File: src/operand_fwd.sv
// operand_fwd: one register read lane that picks the freshest value and registers it for execute
`default_nettype none
`timescale 1ns/1ns

module operand_fwd (
	input logic clk,
	input logic rst,
	input logic [3:0] addr,
	input logic [31:0] bank_data,
	input logic x_wr_en,
	input logic [3:0] x_wr_rd,
	input logic [31:0] x_wr_data,
	input logic w_wr_en,
	input logic [3:0] w_wr_rd,
	input logic [31:0] w_wr_data,
	input logic flush,
	output logic [31:0] operand
);

	logic x_hit;
	logic w_hit;
	logic [31:0] fresh;

	assign x_hit = x_wr_en && (x_wr_rd == addr);
	assign w_hit = w_wr_en && (w_wr_rd == addr);

	// execute result is younger than the writeback one
	always_comb begin
		if (x_hit) begin
			fresh = x_wr_data;
		end else if (w_hit) begin
			fresh = w_wr_data; // bank write lands on this same edge
		end else begin
			fresh = bank_data;
		end
	end

	always_ff @(posedge clk) begin
		if (rst || flush) begin
			operand <= '0;
		end else begin
			operand <= fresh;
		end
	end

endmodule

`default_nettype wire

File: config.mk
export PLATFORM = sky130hd
export DESIGN_NAME = operand_fwd
export DESIGN_NICKNAME = d
export VERILOG_FILES = /design/src/operand_fwd.sv
export SDC_FILE = /design/constraint.sdc
export NUM_CORES = 1
export LEC_CHECK = 0
export ABC_AREA = 1
export BUFFER_PORTS_ARGS = -buffer_cell sky130_fd_sc_hd__buf_2
export CAP_MARGIN = 20
export CORE_AREA = 2 2 83 85
export DETAILED_ROUTE_END_ITERATION = 12
export DIE_AREA = 0 0 85 87
export HOLD_SLACK_MARGIN = 0.1
export PLACE_DENSITY_LB_ADDON = 0.1
export SLEW_MARGIN = 5
export SYNTH_ARGS = -nofsm -noshare
export SYNTH_HDL_FRONTEND = slang
export SYNTH_SLANG_ARGS = --single-unit
File: constraint.sdc
create_clock -name clk -period 1.8 [get_ports clk]
set_input_delay 0.18 -clock clk [delete_from_list [all_inputs] [get_ports clk]]
set_output_delay 0.18 -clock clk [all_outputs]
set_load 0.02 [all_outputs]
==> impl_metrics.ini <==
[status]
run_status = complete, no violations

[setup_path]
cp_num_buf_inv = 5
critical_path.endpoint_type = register
cp_max_fo = 31
cp.depth = 11
timing_worst_setup_path_type = input port to register
max_incr_delay_on_cp_ps = 300
worst_ep_required_time_ps = 1980
critical_path_arrival_ps = 1250
crit_path_start_kind = input port
crit_family = buffers and inverters
worst_setup_path_endpoint = operand[4]$_SDFF_PP0_
worst_path_cell_chain = buf_2 -> inv_2 -> nand2_1 -> o21ai_1 -> nor2_2 -> nand3_4 -> buf_4 -> buf_4 -> nand3_1 -> nand2_1 -> inv_1
launch_point_of_the_critical_path = addr[3]
critical_path_s_slowest_cell = sky130_fd_sc_hd__buf_4

[synth]
postSynthNetCount = 429
syn-instance-count = 316
netlist_top_cells_count = 79 x sky130_fd_sc_hd__nand2_1, 69 x sky130_fd_sc_hd__nor2_1, 40 x sky130_fd_sc_hd__inv_1
synth_largest_area_cell = sky130_fd_sc_hd__dfxtp_1
synth_flop_cell = sky130_fd_sc_hd__dfxtp_1
synth_seq_cells = 32
post_synth_mux_area_share = 0
syn_area_um2 = 1909
most_common_cell_in_the_synthesized_netlist = sky130_fd_sc_hd__nand2_1
ys_seq_area_frac = 0.3355
synth.top_cell.area_share = 0.3355
post_synth_edffs = 0
netlist-cell-type-count = 18
yosys.area_share.xor_xnor = 0.004587
synth_fa_ha_area_frac = 0
fraction_of_the_mapped_netlist_area_in_simple_logic_gates = 0.5098
post_synth.cell_area_avg_um2 = 6.042
count_of_synthesis_stage_warnings_from_yosys = 0
netlist_top_cells_area = sky130_fd_sc_hd__dfxtp_1 34%, sky130_fd_sc_hd__nand2_1 16%, sky130_fd_sc_hd__nor2_1 14%, sky130_fd_sc_hd__nand4_1 10%, sky130_fd_sc_hd__nand3_1 8.4%
synth_async_sr_flop_share = 0
synth-compound-area-share = 0.002621
dominant_combinational_cell_family_by_area_after_synthesis = simple AND/OR/NAND/NOR gates

[die]
coreArea_um2 = 6569
die_area_um2 = 7395
chipWidth_um = 85
die_h_um = 87
num_io_pins = 145
num_rows = 30
start_util = 0.2907

[route]
final_antenna_net_count = 0
route.met2.wl_mm = 2.781
dr.first_iter.drc_count = 96
avgViaCountPerCell = 4.445
routed_length_on_met3_um = 502
postRouteWirelength_mm = 5.953
routed.top_layer = met4
via_count = 2378
routed_wire_length_per_instance_um = 11.13
drc = 0
met1Wirelength_mm = 2.619
first_pass_iters = 4

[finish]
final.fill_count = 712
drive_gt1_frac = 0.3670
largestRegisters = operand (32)
layout-area-overhead-vs-synth_pct = 45.15
antennaDiodeCount = 0
post-route-util = 0.4219
layout.nets = 568
layout.area.seq_um2 = 640.6
largest-register = operand
largest_reg_flops = 32
multi_input_area_um2 = 987.2

[grt]
globalRouteOverflowTotal = 0
global_route.usage.total = 0.1612
grt_first_pass_wirelength_mm = 9.763
number_of_antenna_violations_at_the_first_check_in_global_routing = 0
first_global_vias = 2262
grt_max_degree = 33

[clocking]
hold_bufs_inserted_after_cts = 0
deepest_level_of_the_cts_h_tree = 2
cts.sinks = 32
clkSlewWorstSetupHoldPaths_ps = 60
max_root_sink_buffers = 2
cts_tree = done
cts-buffers-inserted = 5
cts_root_buf = sky130_fd_sc_hd__clkbuf_8
post_cts_resized = 0
cts.repair_timing.setup_buffer_count = 0

[timing]
worst_slew_margin = 0.5573
transition_at_the_pin_with_the_smallest_max_transition_slack_ps = 664.0
setup_viol_count_final = 0
layout_worst_path_cycle_share = 0.5957
final-max-slew-violation-count = 0
max_freq_ghz = 0.9326
report.final.hold_viol_count = 0
rsz_0062_raised_after_global_routing = false
min_tclk_post_route_ps = 1072
totalNegativeSetupSlack_ps = 0

[power_and_ir_drop]
p_switching_w = 0.0005131
p_total_w = 0.001713
ir_drop_v = 0.0002372
power.leakage_nw = 1.798
switching_power_share_of_the_total = 0.2996
logic_gate_share_of_total_power = 0.260
p_clk_frac = 0.301
power_density_nw_per_um2 = 618.0
internal-power_w = 0.001199
seq_pwr_share = 0.439

[placement]
io_buffer_count = 144
placed_wire_length_estimate_after_detailed_placement_mm = 4.412
place_congestion = 0.7307

[run]
maxCapViolCount = 0

[worst_hold_path]
hold_path_class = input port to register
-- power by group through the flow --
stage / combinational [W] / sequential [W] / clock [W]
CTS: 0.000450 / 0.000752 / 0.000555
global placement: 0.000450 / 0.000768 / 0
finish: 0.000446 / 0.000752 / 0.000515
detailed placement: 0.000449 / 0.000768 / 0
floorplan: 0.000200 / 0.000815 / 0
global route: 0.000504 / 0.000754 / 0.000569
-- routing by layer --
| metal | vias to the layer above | track usage |
|---|---|---|
| met5 | - | 0 |
| met4 | 0 | 0.04473 |
| met3 | 4 | 0.05024 |
| met2 | 91 | 0.2841 |
| met1 | 1020 | 0.1887 |
| li1 | 1263 | - |
-- stage by stage --
step / hold slack (ps) / area [um^2] / setup slack, ps / instances
final: 183.1 / 2771 / 727.7 / 535
after global routing: 192.1 / 2771 / 580.5 / 535
after CTS: 171.5 / 2771 / 741.2 / 535
after detailed placement: 467.7 / 2694 / 437.0 / 528
after global placement: 466.7 / 2694 / 452.6 / 528
after floorplan: 370.9 / 1909 / 733.5 / 316
-- worst min-delay path, cell delays in order --
cell	delay [ps]
sky130_fd_sc_hd__buf_2	70
sky130_fd_sc_hd__nand2_1	40
sky130_fd_sc_hd__nand3_1	50
sky130_fd_sc_hd__nand2_1	40
sky130_fd_sc_hd__inv_1	40
-- cell type report --
type                            count  area share
Multi-Input combinational cell    220      0.3562
Timing Repair Buffer              154      0.2916
Sequential cell                    32      0.2312
Inverter                           42     0.05688
Tap cell                           80     0.03612
Clock buffer                        6     0.02619
Clock inverter                      1    0.001806
-- cells in the final DEF, fill, tap and decap left out, drive strengths merged --
cell    Yosys  routed
buf        18     154
nand2      79      79
nor2       72      72
inv        41      41
nand3      34      34
nand4      32      32
dfxtp      32      32
clkbuf      4       6
clkinv      1       2
o21ai       1       1
xnor2       1       1
or2         1       1
-- how the worst min path moves through the flow --
stage	from	cells past startpoint	slack, ps	endpoint
after floorplan	bank_data[0]	4	370	operand[0]$_SDFF_PP0_
after global placement	bank_data[16]	5	470	operand[16]$_SDFF_PP0_
after detailed placement	bank_data[26]	5	470	operand[26]$_SDFF_PP0_
after CTS	bank_data[24]	5	170	operand[24]$_SDFF_PP0_
after global routing	bank_data[24]	5	190	operand[24]$_SDFF_PP0_
final	bank_data[6]	5	180	operand[6]$_SDFF_PP0_
-- kinds of logic (layout without fill, tap and decap cells) --
family,Yosys count,in the layout
compound gates,1,1
xor+xnor,1,1
buf+inv,64,203
flops,32,32
simple gates,218,218
(Power assumes the default switching activity.)
