<file path="config.mk">
export PLATFORM = sky130hd
export DESIGN_NAME = reg_file
export DESIGN_NICKNAME = d
export VERILOG_FILES = /design/src/arm_lite_pkg.sv /design/src/reg_file.sv
export SDC_FILE = /design/constraint.sdc
export NUM_CORES = 1
export LEC_CHECK = 0
export BUFFER_PORTS_ARGS = -buffer_cell sky130_fd_sc_hd__buf_4
export CAP_MARGIN = 40
export CORE_MARGIN = 2
export CORE_UTILIZATION = 30
export DETAILED_ROUTE_END_ITERATION = 10
export MAX_ROUTING_LAYER = met4
export PLACE_DENSITY = 0.54
export REMOVE_ABC_BUFFERS = 1
export SETUP_SLACK_MARGIN = 0.3
export SLEW_MARGIN = 0
export SYNTH_ARGS = -nofsm -noshare
export SYNTH_HDL_FRONTEND = slang
export SYNTH_SLANG_ARGS = --single-unit
</file>
<file path="constraint.sdc">
create_clock -name clk -period 3.75 [get_ports clk]
set_input_delay 0.375 -clock clk [delete_from_list [all_inputs] [get_ports clk]]
set_output_delay 0.375 -clock clk [all_outputs]
set_load 0.005 [all_outputs]
</file>
<file path="src/arm_lite_pkg.sv">
// arm_lite_pkg: shared opcode, condition and class codes and the instruction word views
`default_nettype none

package arm_lite_pkg;

	localparam int N_LANES = 4; // read lanes on bits 19:16, 15:12, 11:8, 3:0
	localparam logic [3:0] LR_IDX = 4'd14;

	// data-processing opcodes, ARM encoding
	localparam logic [3:0] OP_AND = 4'b0000;
	localparam logic [3:0] OP_EOR = 4'b0001;
	localparam logic [3:0] OP_SUB = 4'b0010;
	localparam logic [3:0] OP_RSB = 4'b0011;
	localparam logic [3:0] OP_ADD = 4'b0100;
	localparam logic [3:0] OP_CMP = 4'b1010;
	localparam logic [3:0] OP_ORR = 4'b1100;
	localparam logic [3:0] OP_MOV = 4'b1101;
	localparam logic [3:0] OP_BIC = 4'b1110;

	localparam logic [3:0] COND_EQ = 4'h0;
	localparam logic [3:0] COND_NE = 4'h1;
	localparam logic [3:0] COND_CS = 4'h2;
	localparam logic [3:0] COND_CC = 4'h3;
	localparam logic [3:0] COND_MI = 4'h4;
	localparam logic [3:0] COND_PL = 4'h5;
	localparam logic [3:0] COND_VS = 4'h6;
	localparam logic [3:0] COND_VC = 4'h7;
	localparam logic [3:0] COND_HI = 4'h8;
	localparam logic [3:0] COND_LS = 4'h9;
	localparam logic [3:0] COND_GE = 4'hA;
	localparam logic [3:0] COND_LT = 4'hB;
	localparam logic [3:0] COND_GT = 4'hC;
	localparam logic [3:0] COND_LE = 4'hD;
	localparam logic [3:0] COND_AL = 4'hE;

	localparam logic [1:0] CLS_DP = 2'd0;
	localparam logic [1:0] CLS_MUL = 2'd1;
	localparam logic [1:0] CLS_BR = 2'd2;
	localparam logic [1:0] CLS_UNDEF = 2'd3;

	// immediate operand is {imm_hi, rm}, rotated right by 2*rot
	typedef struct packed {
		logic [3:0] cond;
		logic [1:0] fmt; // 00 for data processing
		logic imm;
		logic [3:0] opcode;
		logic s;
		logic [3:0] rn;
		logic [3:0] rd;
		logic [3:0] rot;
		logic [3:0] imm_hi;
		logic [3:0] rm;
	} dp_fmt_t;

	typedef struct packed {
		logic [3:0] cond;
		logic [5:0] fmt; // all zero
		logic acc;
		logic s;
		logic [3:0] rd;
		logic [3:0] rn; // accumulate source
		logic [3:0] rs;
		logic [3:0] tag; // 1001
		logic [3:0] rm;
	} mul_fmt_t;

	typedef struct packed {
		logic [3:0] cond;
		logic [2:0] fmt; // 101
		logic link;
		logic [23:0] offset;
	} br_fmt_t;

	typedef union packed {
		dp_fmt_t dp;
		mul_fmt_t mul;
		br_fmt_t br;
	} instr_u;

endpackage

`default_nettype wire

</file>
<file path="src/reg_file.sv">
// reg_file: sixteen 32-bit registers, combinational read lanes and one write port
`default_nettype none
`timescale 1ns/1ns

module reg_file (
	input logic clk,
	input logic rst,
	input logic [arm_lite_pkg::N_LANES-1:0][3:0] rd_addr,
	input logic wr_en,
	input logic [3:0] wr_addr,
	input logic [31:0] wr_data,
	output logic [arm_lite_pkg::N_LANES-1:0][31:0] rd_data
);

	import arm_lite_pkg::*;

	logic [31:0] regs [16];

	always_ff @(posedge clk) begin
		if (rst) begin
			for (int i = 0; i < 16; i++) begin
				regs[i] <= '0;
			end
		end else if (wr_en) begin
			regs[wr_addr] <= wr_data;
		end
	end

	// same-cycle write is not visible here, the lanes cover it
	always_comb begin
		for (int i = 0; i < N_LANES; i++) begin
			rd_data[i] = regs[rd_addr[i]];
		end
	end

endmodule

`default_nettype wire

</file>
==> results.md <==
* Cell Area, Synth at 34000 um^2
* CTS tree: built
* Die H at 340 um
* Largest net degree at the start of global routing at 47
* Crit end category: output pin
* Dpl cells at 3768
* Static Leak at 13.4 nW
* Min cycle time layout at 2820 ps
* Non-Filler Instances at 3880
* Most flops, register: regs
* Clock sinks at 512
* Residual DRC at 0
* Initial DRC Count at 3338
* Async SR Flop Fraction at 0%
* Layout area overhead at 16.5%
* Layout cells sized above 1 at 40.9%
* Pwr/cell area at 398 nW/um^2
* Max Cap Viol at 0
* Met3 wire length at 13900 um
* Avg Synthesized Cell Area at 15.2 um^2
* Worst vdd ir at 329 uV
* Crit path required time at 3380 ps
* Final hold vios at 0
* Startpoint Class: primary input
* Pins Over Slew Limit at 0
* DRT Wirelength at 133000 um
* Drt first pass iters at 7
* Root Driver: clkbuf_16
* Highest metal used: met4
* Total CTS buffers at 56
* Largest register FFs at 512
* Antenna-violating nets left at 0
* Clk slew on worst S/H paths at 60 ps
* Status: finished clean
* Top FF cell, synth: edfxtp_1
* H-tree depth at 2
* Final nets at 2381
* Overflow after GRT at 0
* Registers with the most flip-flops: regs: 512 flops
* Setup tns final at 0 ps
* Fmax at 355 MHz
* Die footprint at 116000 um^2
* Mapped Cells at 2229
* Setup ws final at 932 ps
* Post CTS Setup Buffer Count at 0
* Initial Util at 30.2%
* RePlAce Congestion at 0.850
* Synth top area cells: edfxtp_1, mux4_2, and2_1
* Worst Path Arrival at 2440 ps
* Hold Path Class: in -> reg
* Post-synth top area share at 45.3%
* Hold depth at 2
* WL met1 at 52400 um
* Layout filler cell count at 10600
* Crit path kind: in -> out
* Hpwl dp at 79700 um
* Antenna violations before repair at 14
* I/O pin total at 183
* First-pass GRT wire length at 187000 um
* Sequential area share after synthesis at 45.3%
* Synth area leader: edfxtp_1
* Synth cell count leaders: edfxtp_1, mux4_2, and2_1
* Yosys cell types at 22
* Hold slack at 114 ps
* DR vias at 23800
* Post-synth EDFFs at 512
* Wire length per cell at 34.4 um
* WL met2 at 61800 um
* Routed vias/inst at 6.14
* Least-Margin Pin Slew at 905 ps
* Yosys warning total at 0
* Total GRT Usage at 23.4%
* Pre-CTS worst setup slack at 920 ps
* Core ar. at 112000 um^2
* CTS resizes at 0
* Max-slew headroom at 39.5%
* Die width at 340 um
* Cell Rows at 123
* Vias in the first global route at 24300
* Critical Path Fanout Max at 38
* Final period util at 75.1%
* Hold_buf cts at 0
* Clk buf depth at 3
* Port buffer count at 182
* #FFs+latches synth at 512
* # setup viols final at 0
* RSZ-0062 raised after global routing: false
==> cells by family after synthesis <==
logic type / Yosys count / share of synthesized area [%]
and+or+nand+nor: 695 / 12.0
AOI/OAI and AO/OA: 256 / 5.66
DFF: 512 / 45.3
buffers and inverters: 254 / 3.12
muxes: 512 / 33.9
==> area by class of cell <==
| cell class | count | area (um^2) | area share [%] |
|---|---|---|---|
| timing repair buffer | 293 | 2760 | 6.96 |
| clock inverter | 38 | 388 | 0.980 |
| sequential | 512 | 15400 | 38.8 |
| tap | 1500 | 1880 | 4.74 |
| multi-input combinational | 1463 | 17700 | 44.7 |
| clock buffer | 65 | 1460 | 3.68 |
| antenna | 9 | 22.5 | 0.0569 |
==> path summary, 6_finish.rpt <==
| check | from | end | slack [ps] |
|---|---|---|---|
| worst min-delay path | wr_data[15] | regs[15][15]$_SDFFCE_PN0P_ | 110 |
| worst max-delay path | rd_addr[0] | rd_data[0] | 930 |
==> cell usage in the layout, fill, tap and decap left out, types with 4 or more instances in the layout <==
cell | netlist | routed
clkbuf_8 | 0 | 4
clkinvlp_4 | 0 | 6
clkinv_1 | 0 | 12
diode_2 | 0 | 9
bufinv_16 | 0 | 7
nor2b_4 | 0 | 8
clkbuf_16 | 0 | 57
nor2_4 | 3 | 16
clkinv_2 | 0 | 7
nand2_1 | 129 | 129
and2_1 | 484 | 480
inv_6 | 0 | 4
a22oi_1 | 256 | 256
buf_4 | 6 | 245
and2_2 | 32 | 36
clkbuf_1 | 153 | 8
edfxtp_1 | 512 | 512
or2_2 | 16 | 16
buf_12 | 0 | 38
mux4_2 | 512 | 512
buf_6 | 0 | 4
==> critical path, cell delays in order <==
cell,delay (ps)
clkbuf_8,460
buf_12,340
mux4_2,550
a22oi_1,310
nand2_1,140
buf_4,160
==> report_power, final <==
group / switching [mW] / total, mW / internal, mW
Combinational: 1.58 / 3.07 / 1.50
Sequential: 0.313 / 6.95 / 6.64
Clock: 2.48 / 5.74 / 3.26
Total: 4.38 / 15.8 / 11.4
==> per-layer routing <==
metal | vias up | track usage (%)
li1 | 9316 | -
met1 | 12500 | 30.9
met2 | 1671 | 35.4
met3 | 313 | 4.99
met4 | 0 | 8.69
met5 | - | -
==> stage by stage <==
| stage | cell area [um^2] | total power [mW] | utilization, % |
|---|---|---|---|
| 2_1_floorplan | 32900 | 8.45 | - |
| 3_5_place_dp | 37700 | 10.1 | 33.6 |
| 6_report | 39600 | 15.8 | 35.2 |
| 3_3_place_gp | 37600 | 10.0 | 33.5 |
| 5_1_grt | 39600 | 16.2 | 35.2 |
| 4_1_cts | 39600 | 15.8 | 35.2 |
No activity file was read; power rests on OpenSTA's default activity.
