[config.mk]
export PLATFORM = sky130hd
export DESIGN_NAME = fetch_stage
export DESIGN_NICKNAME = d
export VERILOG_FILES = /design/src/arm_lite_pkg.sv /design/src/fetch_stage.sv
export SDC_FILE = /design/constraint.sdc
export NUM_CORES = 1
export LEC_CHECK = 0
export BUFFER_PORTS_ARGS = -buffer_cell sky130_fd_sc_hd__buf_2
export CORE_MARGIN = 2
export CORE_UTILIZATION = 45
export CTS_CLUSTER_SIZE = 14
export DETAILED_ROUTE_END_ITERATION = 8
export PLACE_DENSITY = 0.82
export SLEW_MARGIN = 20
export SYNTH_ARGS = -nofsm -noshare
export SYNTH_HDL_FRONTEND = slang
export SYNTH_SLANG_ARGS = --single-unit
[constraint.sdc]
create_clock -name clk -period 5 [get_ports clk]
set_input_delay 0.75 -clock clk [delete_from_list [all_inputs] [get_ports clk]]
set_output_delay 0.75 -clock clk [all_outputs]
set_load 0.005 [all_outputs]
[src/arm_lite_pkg.sv]
// arm_lite_pkg: shared opcode, condition and class codes and the instruction word views
`default_nettype none

package arm_lite_pkg;

	localparam int N_LANES = 4; // read lanes on bits 19:16, 15:12, 11:8, 3:0
	localparam logic [3:0] LR_IDX = 4'd14;

	// data-processing opcodes, ARM encoding
	localparam logic [3:0] OP_AND = 4'b0000;
	localparam logic [3:0] OP_EOR = 4'b0001;
	localparam logic [3:0] OP_SUB = 4'b0010;
	localparam logic [3:0] OP_RSB = 4'b0011;
	localparam logic [3:0] OP_ADD = 4'b0100;
	localparam logic [3:0] OP_CMP = 4'b1010;
	localparam logic [3:0] OP_ORR = 4'b1100;
	localparam logic [3:0] OP_MOV = 4'b1101;
	localparam logic [3:0] OP_BIC = 4'b1110;

	localparam logic [3:0] COND_EQ = 4'h0;
	localparam logic [3:0] COND_NE = 4'h1;
	localparam logic [3:0] COND_CS = 4'h2;
	localparam logic [3:0] COND_CC = 4'h3;
	localparam logic [3:0] COND_MI = 4'h4;
	localparam logic [3:0] COND_PL = 4'h5;
	localparam logic [3:0] COND_VS = 4'h6;
	localparam logic [3:0] COND_VC = 4'h7;
	localparam logic [3:0] COND_HI = 4'h8;
	localparam logic [3:0] COND_LS = 4'h9;
	localparam logic [3:0] COND_GE = 4'hA;
	localparam logic [3:0] COND_LT = 4'hB;
	localparam logic [3:0] COND_GT = 4'hC;
	localparam logic [3:0] COND_LE = 4'hD;
	localparam logic [3:0] COND_AL = 4'hE;

	localparam logic [1:0] CLS_DP = 2'd0;
	localparam logic [1:0] CLS_MUL = 2'd1;
	localparam logic [1:0] CLS_BR = 2'd2;
	localparam logic [1:0] CLS_UNDEF = 2'd3;

	// immediate operand is {imm_hi, rm}, rotated right by 2*rot
	typedef struct packed {
		logic [3:0] cond;
		logic [1:0] fmt; // 00 for data processing
		logic imm;
		logic [3:0] opcode;
		logic s;
		logic [3:0] rn;
		logic [3:0] rd;
		logic [3:0] rot;
		logic [3:0] imm_hi;
		logic [3:0] rm;
	} dp_fmt_t;

	typedef struct packed {
		logic [3:0] cond;
		logic [5:0] fmt; // all zero
		logic acc;
		logic s;
		logic [3:0] rd;
		logic [3:0] rn; // accumulate source
		logic [3:0] rs;
		logic [3:0] tag; // 1001
		logic [3:0] rm;
	} mul_fmt_t;

	typedef struct packed {
		logic [3:0] cond;
		logic [2:0] fmt; // 101
		logic link;
		logic [23:0] offset;
	} br_fmt_t;

	typedef union packed {
		dp_fmt_t dp;
		mul_fmt_t mul;
		br_fmt_t br;
	} instr_u;

endpackage

`default_nettype wire

[src/fetch_stage.sv]
// fetch_stage: program counter with branch redirect, tags each fetched word with pc and valid
`default_nettype none
`timescale 1ns/1ns

module fetch_stage #(
	parameter int PROG_DEPTH = 64
) (
	input logic clk,
	input logic rst,
	input logic run,
	input logic flush,
	input logic [31:0] br_target,
	input logic [31:0] mem_instr,
	output logic [31:0] fetch_addr,
	output logic d_valid,
	output arm_lite_pkg::instr_u d_instr,
	output logic [31:0] d_pc
);

	logic [31:0] pc;
	logic pc_in_range;

	assign fetch_addr = pc;
	assign pc_in_range = pc[31:2] < 30'(PROG_DEPTH);

	// instruction half of the fetch register sits in the program memory read port
	assign d_instr = mem_instr;

	always_ff @(posedge clk) begin
		if (rst) begin
			pc <= '0;
			d_valid <= 1'b0;
		end else if (flush) begin
			pc <= br_target; // redirect and drop the word in flight
			d_valid <= 1'b0;
		end else begin
			d_valid <= run && pc_in_range; // words past the end never issue
			if (run) begin
				pc <= pc + 32'd4;
			end
		end
	end

	always_ff @(posedge clk) begin
		d_pc <= pc;
	end

endmodule

`default_nettype wire

==> summary.txt <==
total gr overflow -> 0
reg2reg start -> fetch_addr[2]
status -> completed
largest net degree at the start of global routing -> 33
Tmin final -> 2340 ps
area delta synth->final -> 14.5%
Pwr Density -> 323 nW/um^2
cts-stage hold buffer count -> 0
first-pass GRT wire length -> 12000 um
Switch Pwr -> 274 uW
CP endpoint kind -> flip-flop
iteration-0 DRC count of the detailed router -> 168
Setup Skew -> 6.18 ps
r2r endpoint -> fetch_addr[26]
Core Footprint -> 6280 um^2
Via Count -> 2594
fin crit share -> 0.469
yosys warns -> 0
max-cap violations -> 0
die area -> 7070 um^2
Vias/cell -> 5.68
final WL -> 7470 um
Post-Synth Adder-Cell Area -> 0.00433
Die Height -> 84.1 um
clock-pin transition on the worst setup and hold timing paths -> 60 ps
fillers -> 609
total power draw -> 1070 uW
R2R setup slack -> 2700 ps
initial antenna violation count -> 0
Max-slew headroom -> 0.350
syn avg cell area -> 9.05 um^2
CP required -> 5250 ps
Resize count post-CTS -> 0
ANT nets after route -> 0
post-synthesis xor/xnor area fraction -> 0.0334
CTS Root Cell -> clkbuf_8
register area share after synthesis -> 0.451
Ports -> 165
sequential fraction of design power -> 0.556
Final Hold Fails -> 0
Synth Area in Compound Gates -> 0.121
main combinational cell family by area after synthesis -> simple AND/OR/NAND/NOR gates
Post-synth EDFFs -> 0
Slew Limit Fails -> 0
Max FO, Critical Path -> 14
Clk Latency, worst-skew pair -> 340 ps
Worst R2R Path Depth -> 5
initial core utilization -> 0.460
# rows -> 29
Setup-failing EPs final -> 0
Worst Hold End -> d_pc[0]
share of layout cells above drive strength 1 -> 0.318
unrepaired setup endpoints after global routing -> no
Sw Share -> 0.257
syn nets -> 388
Post-Synth Simple-Gate Area -> 0.251
Cells after Synth -> 319
die width -> 84.1 um
CTS Buffer Depth -> 2
TritonCTS clock tree -> built
drt wl/cell -> 16.3 um
hold depth -> 0
Int Pwr -> 793 uW
clock network power share -> 0.343
post-synthesis mux area share -> 0.0139
critical path class -> in2reg
GP Congestion -> 0.896
IR drop worst, VDD -> 0.178 mV
PortBufs -> 100
Yosys cell types -> 43
vias in the first global route -> 2482
Final TNS setup -> 0 ps
Async S/R FF share, synth -> 0
Leak Pwr -> 0.00138 uW
diodes inserted -> 0
Worst EP arrival -> 2590 ps
Max Freq -> 426 MHz
Hold Path Class -> reg2reg
most frequent cells in the layout -> buf_2, dfxtp_1, nor2_1
# Post-CTS Setup Buffers -> 0
startpoint types -> primary input
post-detail-place hpwl -> 5560 um
Synth Register Bits -> 65
Comb pwr share -> 0.102
leading cell type in the layout, fill and taps excluded -> buf_2
cell area after synthesis -> 2890 um^2
CTS buffer count -> 9
clk sink count -> 65
drt drc -> 0
# H-tree levels -> 3
TritonRoute pass-1 iters -> 4
worst-margin pin slew -> 966 ps
top_reg_cell synth -> dfxtp_1
GRT Util Overall -> 0.213
hold_sp -> fetch_addr[0]
Layout Nets -> 447
[cell usage after synthesis, types with 5 or more instances]
master	instances	share of area
a211oi_1	10	0.026
a21oi_1	6	0.010
a311oi_1	9	0.027
buf_2	5	0.0087
buf_4	34	0.088
clkbuf_1	11	0.014
dfxtp_1	65	0.45
inv_1	8	0.010
nand2_1	21	0.027
nand3_1	10	0.017
nand4_1	15	0.033
nor2_1	31	0.040
nor3_1	7	0.012
nor4_1	14	0.030
o21ai_0	6	0.010
or4_1	7	0.018
xnor2_1	7	0.021
[worst max path at each step]
stage / start / to / slack [ps] / cells past startpoint
finish: run / fetch_addr[19] / 2660 / 5
global route: run / fetch_addr[19] / 2450 / 5
CTS: run / fetch_addr[19] / 2680 / 5
detailed placement: run / fetch_addr[19] / 2400 / 5
global placement: run / fetch_addr[19] / 2500 / 5
floorplan: fetch_addr[2] / fetch_addr[24] / 2940 / 6
[metrics by stage]
step	instances	utilization	hold slack [ps]	setup WS [ps]	cell area (um^2)
final	457	0.527	366	2660	3310
after global routing	457	0.527	382	2450	3310
after CTS	457	0.527	367	2680	3310
after detailed placement	444	0.503	358	2400	3160
after global placement	444	0.503	352	2500	3160
after floorplan	319	-	364	2940	2890
[power groups by stage]
stage	Sequential, uW	Combinational [uW]	Clock, uW
after floorplan	593	79.4	0
after global placement	602	108	0
after detailed placement	604	110	0
after CTS	593	110	371
after global routing	599	122	396
final	593	109	365
[routing by layer]
metal,track usage,part of all wire,vias up
met5,0,0,-
met4,0.133,0.035,0
met3,0.0564,0.075,30
met2,0.343,0.47,121
met1,0.251,0.41,1188
li1,-,-,1255
[worst max-delay path: stages]
cell and delay [ps]:
buf_2 240, nand4_1 350, nor4_1 780, nand4_1 170, a311oi_1 290
[state kept, by name, summed over array words and instances (netlist names)]
signal / cells
d_valid: 1
fetch_addr: 32
d_pc: 32
[kinds of logic (layout without fill, tap and decap cells)]
logic type	after synthesis	in the layout
xor+xnor	11	11
simple gates	130	130
mux	4	4
flops	65	65
compound gates	47	47
fa+ha+maj	1	1
buf+inv	61	122
[area by class of cell]
cell class | instances | area (um^2) | area share
inverter | 8 | 30.0 | 0.00908
clock inverter | 1 | 5.00 | 0.00151
timing repair buffer | 101 | 508 | 0.154
sequential | 65 | 1300 | 0.394
clock buffer | 12 | 145 | 0.0439
tap | 77 | 96.3 | 0.0291
multi-input combinational | 193 | 1220 | 0.369
Note: power is estimated with default switching activity, not from simulation.
