File: config.mk
export PLATFORM = sky130hd
export DESIGN_NAME = exec_stage
export DESIGN_NICKNAME = d
export VERILOG_FILES = /design/src/arm_lite_pkg.sv /design/src/exec_stage.sv
export SDC_FILE = /design/constraint.sdc
export NUM_CORES = 2
export LEC_CHECK = 0
export ABC_AREA = 1
export BUFFER_PORTS_ARGS = -buffer_cell sky130_fd_sc_hd__buf_4
export CELL_PAD_IN_SITES_DETAIL_PLACEMENT = 1
export CELL_PAD_IN_SITES_GLOBAL_PLACEMENT = 1
export CORE_MARGIN = 1
export CORE_UTILIZATION = 40
export CTS_CLUSTER_DIAMETER = 150
export DETAILED_ROUTE_END_ITERATION = 16
export GPL_TIMING_DRIVEN = 0
export PLACE_DENSITY = 0.8
export SLEW_MARGIN = 15
export SYNTH_ARGS = -nofsm -noshare
export SYNTH_HDL_FRONTEND = slang
export SYNTH_SLANG_ARGS = --single-unit
File: constraint.sdc
create_clock -name clk -period 6.2 [get_ports clk]
set_input_delay 0 -clock clk [delete_from_list [all_inputs] [get_ports clk]]
set_output_delay 0 -clock clk [all_outputs]
set_load 0.02 [all_outputs]
File: src/arm_lite_pkg.sv
// arm_lite_pkg: shared opcode, condition and class codes and the instruction word views
`default_nettype none

package arm_lite_pkg;

	localparam int N_LANES = 4; // read lanes on bits 19:16, 15:12, 11:8, 3:0
	localparam logic [3:0] LR_IDX = 4'd14;

	// data-processing opcodes, ARM encoding
	localparam logic [3:0] OP_AND = 4'b0000;
	localparam logic [3:0] OP_EOR = 4'b0001;
	localparam logic [3:0] OP_SUB = 4'b0010;
	localparam logic [3:0] OP_RSB = 4'b0011;
	localparam logic [3:0] OP_ADD = 4'b0100;
	localparam logic [3:0] OP_CMP = 4'b1010;
	localparam logic [3:0] OP_ORR = 4'b1100;
	localparam logic [3:0] OP_MOV = 4'b1101;
	localparam logic [3:0] OP_BIC = 4'b1110;

	localparam logic [3:0] COND_EQ = 4'h0;
	localparam logic [3:0] COND_NE = 4'h1;
	localparam logic [3:0] COND_CS = 4'h2;
	localparam logic [3:0] COND_CC = 4'h3;
	localparam logic [3:0] COND_MI = 4'h4;
	localparam logic [3:0] COND_PL = 4'h5;
	localparam logic [3:0] COND_VS = 4'h6;
	localparam logic [3:0] COND_VC = 4'h7;
	localparam logic [3:0] COND_HI = 4'h8;
	localparam logic [3:0] COND_LS = 4'h9;
	localparam logic [3:0] COND_GE = 4'hA;
	localparam logic [3:0] COND_LT = 4'hB;
	localparam logic [3:0] COND_GT = 4'hC;
	localparam logic [3:0] COND_LE = 4'hD;
	localparam logic [3:0] COND_AL = 4'hE;

	localparam logic [1:0] CLS_DP = 2'd0;
	localparam logic [1:0] CLS_MUL = 2'd1;
	localparam logic [1:0] CLS_BR = 2'd2;
	localparam logic [1:0] CLS_UNDEF = 2'd3;

	// immediate operand is {imm_hi, rm}, rotated right by 2*rot
	typedef struct packed {
		logic [3:0] cond;
		logic [1:0] fmt; // 00 for data processing
		logic imm;
		logic [3:0] opcode;
		logic s;
		logic [3:0] rn;
		logic [3:0] rd;
		logic [3:0] rot;
		logic [3:0] imm_hi;
		logic [3:0] rm;
	} dp_fmt_t;

	typedef struct packed {
		logic [3:0] cond;
		logic [5:0] fmt; // all zero
		logic acc;
		logic s;
		logic [3:0] rd;
		logic [3:0] rn; // accumulate source
		logic [3:0] rs;
		logic [3:0] tag; // 1001
		logic [3:0] rm;
	} mul_fmt_t;

	typedef struct packed {
		logic [3:0] cond;
		logic [2:0] fmt; // 101
		logic link;
		logic [23:0] offset;
	} br_fmt_t;

	typedef union packed {
		dp_fmt_t dp;
		mul_fmt_t mul;
		br_fmt_t br;
	} instr_u;

endpackage

`default_nettype wire

File: src/exec_stage.sv
// exec_stage: decode, ALU, multiplier, condition check, NZCV flags, branch resolve and writeback
`default_nettype none
`timescale 1ns/1ns

module exec_stage (
	input logic clk,
	input logic rst,
	input logic d_valid,
	input arm_lite_pkg::instr_u d_instr,
	input logic [31:0] d_pc,
	input logic [arm_lite_pkg::N_LANES-1:0][31:0] opnd,
	output logic flush,
	output logic [31:0] br_target,
	output logic x_wr_en,
	output logic [3:0] x_wr_rd,
	output logic [31:0] x_wr_data,
	output logic w_wr_en,
	output logic [3:0] w_wr_rd,
	output logic [31:0] w_wr_data,
	output logic [3:0] flags
);

	import arm_lite_pkg::*;

	function automatic logic [1:0] classify(input instr_u ins);
		logic op_ok;
		logic op2_ok;
		op_ok = ins.dp.opcode inside {OP_AND, OP_EOR, OP_SUB, OP_RSB, OP_ADD,
			OP_ORR, OP_MOV, OP_BIC, OP_CMP};
		op2_ok = ins.dp.imm || ({ins.dp.rot, ins.dp.imm_hi} == 8'h00); // no shifted Rm
		if (ins.mul.fmt == 6'b000000 && ins.mul.tag == 4'b1001)
			return CLS_MUL;
		if (ins.br.fmt == 3'b101)
			return CLS_BR;
		if (ins.dp.fmt == 2'b00 && op_ok && op2_ok && (ins.dp.opcode != OP_CMP || ins.dp.s))
			return CLS_DP;
		return CLS_UNDEF;
	endfunction

	// flags are {N, Z, C, V}
	function automatic logic cond_pass(input logic [3:0] cond, input logic [3:0] f);
		case (cond)
			COND_EQ: return f[2];
			COND_NE: return !f[2];
			COND_CS: return f[1];
			COND_CC: return !f[1];
			COND_MI: return f[3];
			COND_PL: return !f[3];
			COND_VS: return f[0];
			COND_VC: return !f[0];
			COND_HI: return f[1] && !f[2];
			COND_LS: return !f[1] || f[2];
			COND_GE: return f[3] == f[0];
			COND_LT: return f[3] != f[0];
			COND_GT: return !f[2] && (f[3] == f[0]);
			COND_LE: return f[2] || (f[3] != f[0]);
			COND_AL: return 1'b1;
			default: return 1'b0; // NV never executes
		endcase
	endfunction

	logic e_valid;
	instr_u e_instr;
	logic [31:0] e_pc;
	logic [1:0] cls;
	logic fire;
	logic [63:0] rot_wide;
	logic [31:0] imm_val;
	logic op2_c;
	logic [31:0] op_a;
	logic [31:0] op_b;
	logic [31:0] add_x;
	logic [31:0] add_y;
	logic add_ci;
	logic [32:0] sum;
	logic arith;
	logic [31:0] alu_res;
	logic [3:0] dp_nzcv;
	logic [31:0] mul_res;
	logic set_flags;

	assign cls = classify(e_instr);
	assign fire = e_valid && cond_pass(e_instr.dp.cond, flags);

	// imm8 rotated right by twice the rotate field
	assign rot_wide = {2{24'b0, e_instr.dp.imm_hi, e_instr.dp.rm}} >> {e_instr.dp.rot, 1'b0};
	assign imm_val = rot_wide[31:0];
	assign op2_c = (e_instr.dp.imm && e_instr.dp.rot != 4'd0) ? imm_val[31] : flags[1];

	assign op_a = opnd[0];
	assign op_b = e_instr.dp.imm ? imm_val : opnd[3];

	always_comb begin
		add_x = op_a;
		add_y = op_b;
		add_ci = 1'b0;
		case (e_instr.dp.opcode)
			OP_SUB, OP_CMP: begin
				add_y = ~op_b;
				add_ci = 1'b1;
			end
			OP_RSB: begin
				add_x = op_b;
				add_y = ~op_a;
				add_ci = 1'b1;
			end
			default: begin
				add_ci = 1'b0;
			end
		endcase
	end

	assign sum = {1'b0, add_x} + {1'b0, add_y} + {32'b0, add_ci};
	assign arith = e_instr.dp.opcode inside {OP_SUB, OP_RSB, OP_ADD, OP_CMP};

	always_comb begin
		case (e_instr.dp.opcode)
			OP_AND: alu_res = op_a & op_b;
			OP_EOR: alu_res = op_a ^ op_b;
			OP_ORR: alu_res = op_a | op_b;
			OP_MOV: alu_res = op_b;
			OP_BIC: alu_res = op_a & ~op_b;
			default: alu_res = sum[31:0];
		endcase
	end

	assign dp_nzcv = {alu_res[31], alu_res == 32'd0,
		arith ? sum[32] : op2_c, // carry out means no borrow on subtract
		arith ? ((add_x[31] == add_y[31]) && (sum[31] != add_x[31])) : flags[0]};

	// low 32 bits of Rm * Rs, plus Rn for MLA
	assign mul_res = opnd[3] * opnd[2] + (e_instr.mul.acc ? opnd[1] : 32'd0);

	always_comb begin
		x_wr_en = 1'b0;
		x_wr_rd = e_instr.dp.rd;
		x_wr_data = alu_res;
		set_flags = 1'b0;
		case (cls)
			CLS_DP: begin
				x_wr_en = fire && (e_instr.dp.opcode != OP_CMP);
				set_flags = fire && e_instr.dp.s;
			end
			CLS_MUL: begin
				x_wr_en = fire;
				x_wr_rd = e_instr.mul.rd;
				x_wr_data = mul_res;
				set_flags = fire && e_instr.mul.s;
			end
			CLS_BR: begin
				x_wr_en = fire && e_instr.br.link;
				x_wr_rd = LR_IDX;
				x_wr_data = e_pc + 32'd4; // return address
			end
			default: begin
				x_wr_en = 1'b0;
			end
		endcase
	end

	assign flush = fire && (cls == CLS_BR);
	assign br_target = e_pc + 32'd8 + {{6{e_instr.br.offset[23]}}, e_instr.br.offset, 2'b00};

	always_ff @(posedge clk) begin
		if (rst) begin
			e_valid <= 1'b0;
			w_wr_en <= 1'b0;
			flags <= 4'd0;
		end else begin
			e_valid <= d_valid && !flush; // younger slot dies with a taken branch
			w_wr_en <= x_wr_en;
			if (set_flags) begin
				flags <= (cls == CLS_MUL) ? {mul_res[31], mul_res == 32'd0, flags[1:0]} : dp_nzcv;
			end
		end
	end

	always_ff @(posedge clk) begin
		e_instr <= d_instr;
		e_pc <= d_pc;
		w_wr_rd <= x_wr_rd;
		w_wr_data <= x_wr_data;
	end

endmodule

`default_nettype wire

==> impl_results.md <==
* Async set or reset register ratio after synthesis at 0
* Largest net degree at the start of global routing at 20
* WHS Path Cells at 2
* Starting Density at 0.4054
* Synth warnings at 0
* Fin util at 0.4889
* Final std cells w/o fill at 5809
* Critical hold path startpoint: d_pc[24]
* Final Max Tran Viols at 0
* Most numerous cell in the Yosys netlist: nand2_1
* EDFF count, synth at 0
* Nets at 5724
* Status: complete, but fails checks
* Crit share post-route at 1.242
* Routed length per instance at 23.27 um
* Relative slew slack at 0.2528
* Routed WL at 135200 um
* GR Util All Layers at 0.3552
* Critical Path Fanout Max at 10
* FF-to-FF path depth at 33
* Via-per-instance ratio at 5.375
* Top post-synthesis cells by area: fa_1, nand2_1, inv_1
* Die height at 274.2 um
* Mapped Area at 29630 um2
* Synth cell types at 61
* CTS max path bufs at 2
* Cell accounting for the most synthesized area: fa_1
* Post-DP HPWL at 109400 um
* CTS tree: yes
* DR vias at 31224
* FMAX at 129.8 MHz
* CP required at 6.20 ns
* Worst-Margin Slew at 1.121 ns
* Arr. time, crit path at 7.70 ns
* Setup_tns at -33.31 ns
* Drt pass-1 iters at 13
* Place WS at -2.144 ns
* DRC at 16
* Endpoints failing setup at 41
* CTS Buf Count at 9
* Sequential share of the synthesized area at 0.07162
* Antenna violation net count after detailed routing at 0
* Layout cells sized above 1 at 0.1320
* Syn-to-layout area delta at 20.59%
* H-tree levels at 3
* Syn avg cell area at 6.676 um2
* RR Startpoint: e_instr[21]
* Top post-synthesis cells by count: nand2_1, inv_1, fa_1
* Yosys top cell area share at 0.2980
* Io pins at 306
* I/O Buffers at 281
* Clock sinks at 106
* CP startpoint kind: input pin
* Syn Inst Count at 4438
* Row count at 99
* Mapped Nets at 5319
* Initial antenna violation count at 6
* Core Region at 73080 um2
* Gr ovfl total at 0
* Hold violation count in the final report at 0
* Multi-input gate area at 23710 um2
* GPL Wtd Cong at 0.9533
* Crit path time final at 7.703 ns
* 1st-iter DRT viols at 1973
* Vias in the first global route at 33373
* Max cap viols at 0
* Worst-path clk slew at 0.08 ns
* Violated checks: DRC, setup timing
* Root buf cell: clkbuf_16
* Die ar. at 75160 um2
* Placed insts at 5678
* Crit. End Element: output pin
* FILL cells at 9528
* Flip-flop and latch area at 2123 um2
* Top FF cell, synth: dfxtp_1
* Path type of the worst setup path: in2out
* #FFs+latches synth at 106
* CP startpoint: opnd[71]
* Final WS setup at -1.503 ns
* Clk_lat worst skew at 0.36 ns
* Tightest Hold Check Type: in2reg
* Post-Route Skew at 0.01100 ns
* RSZ-0062 raised after global routing: true
* Chip width at 274.2 um
* First-pass GRT wire length at 199500 um
==> metrics by stage <==
step                      instance area [um2]  hold slack (ns)
after floorplan                         29920          0.02772
after global placement                  33230           0.1047
after detailed placement                33230           0.1057
after CTS                               35210           0.2803
after global routing                    35730           0.2809
final                                   35730           0.2826
==> worst max-delay path, cell delays in order <==
cell	delay [ns]
clkbuf_1	0.58
clkbuf_2	0.42
nand2_1	0.11
inv_1	0.08
fa_1	0.44
fa_1	0.51
fa_1	0.52
inv_1	0.07
fa_1	0.54
inv_1	0.05
fa_1	0.49
fa_1	0.43
fa_1	0.57
inv_1	0.08
fa_1	0.60
inv_2	0.08
ha_4	0.29
a21oi_4	0.18
o21ai_2	0.12
a211oi_2	0.23
o211ai_1	0.17
a21oi_1	0.16
o21bai_1	0.13
xor2_2	0.24
o211ai_1	0.38
buf_4	0.22
==> repair_timing <==
action | 4_1_cts | 5_1_grt
gates cloned | 1 | 0
setup endpoints to repair | 49 | 45
hold endpoints to repair | 68 | 0
hold buffers | 66 | 0
buffers inserted | 31 | 22
pin swaps | 68 | 49
resized for setup | 188 | 81
==> registers in the layout, summed over array words and instances, names as in the netlist <==
name,flops
e_pc,32
w_wr_en,1
flags,4
e_valid,1
e_instr,32
w_wr_rd,4
w_wr_data,32
==> layer usage <==
metal | track usage | vias up | part of all wire
met4 | 0.2132 | 6 | 0.071
li1 | - | 14045 | -
met5 | 0 | - | 0.00027
met3 | 0.04957 | 426 | 0.067
met2 | 0.6020 | 1273 | 0.48
met1 | 0.4271 | 15474 | 0.39
==> area by class of cell <==
cell class                      instances  share of cell area
Antenna cell                            2           0.0001401
Buffer                                162             0.02150
Clock buffer                           10            0.006689
Clock inverter                          6            0.001611
Inverter                             1161              0.1222
Multi-Input combinational cell       3002              0.6636
Sequential cell                       106             0.05943
Tap cell                              959             0.03358
Timing Repair Buffer                  401             0.09123
==> cell usage in the layout, fill, tap and decap left out, drive strengths merged, types with 2 or more instances in the layout <==
cell type / n
nand3: 168
or2: 14
o21bai: 17
xor2: 42
dfxtp: 106
o221ai: 34
nor2: 218
buf: 372
clkdlybuf4s15: 2
a31oi: 3
a21oi: 135
a221oi: 2
o22ai: 2
nand4: 42
nor4: 23
a211oi: 6
o22a: 4
o211ai: 40
o21a: 2
xnor2: 25
a21boi: 7
ha: 245
dlygate4sd3: 66
clkinv: 5
nor3: 22
diode: 2
and3: 2
clkbuf: 133
inv: 1162
a22oi: 3
fa: 441
o311ai: 2
a21o: 4
nand3b: 14
nand2: 1292
o21ai: 186
==> cells by family after synthesis <==
| family | Yosys count | synth area share |
|---|---|---|
| buffers and inverters | 1330 | 0.1700 |
| DFF | 106 | 0.07162 |
| xor gates and xnor gates | 67 | 0.01981 |
| AOI/OAI and AO/OA | 454 | 0.09071 |
| adders and majority gates | 686 | 0.4014 |
| and+or+nand+nor | 1795 | 0.2464 |
==> path summary, 6_finish.rpt <==
kind                   endpoint  slack [ns]
setup / recovery  x_wr_data[30]       -1.50
hold / removal         e_pc[24]        0.28
setup reg to reg       flags[2]       -1.25
hold reg to reg      w_wr_rd[1]        0.57
Power is left out: the tool's default activity adds up to more than one toggle a clock period on the data nets, which glitch-free logic cannot reach.
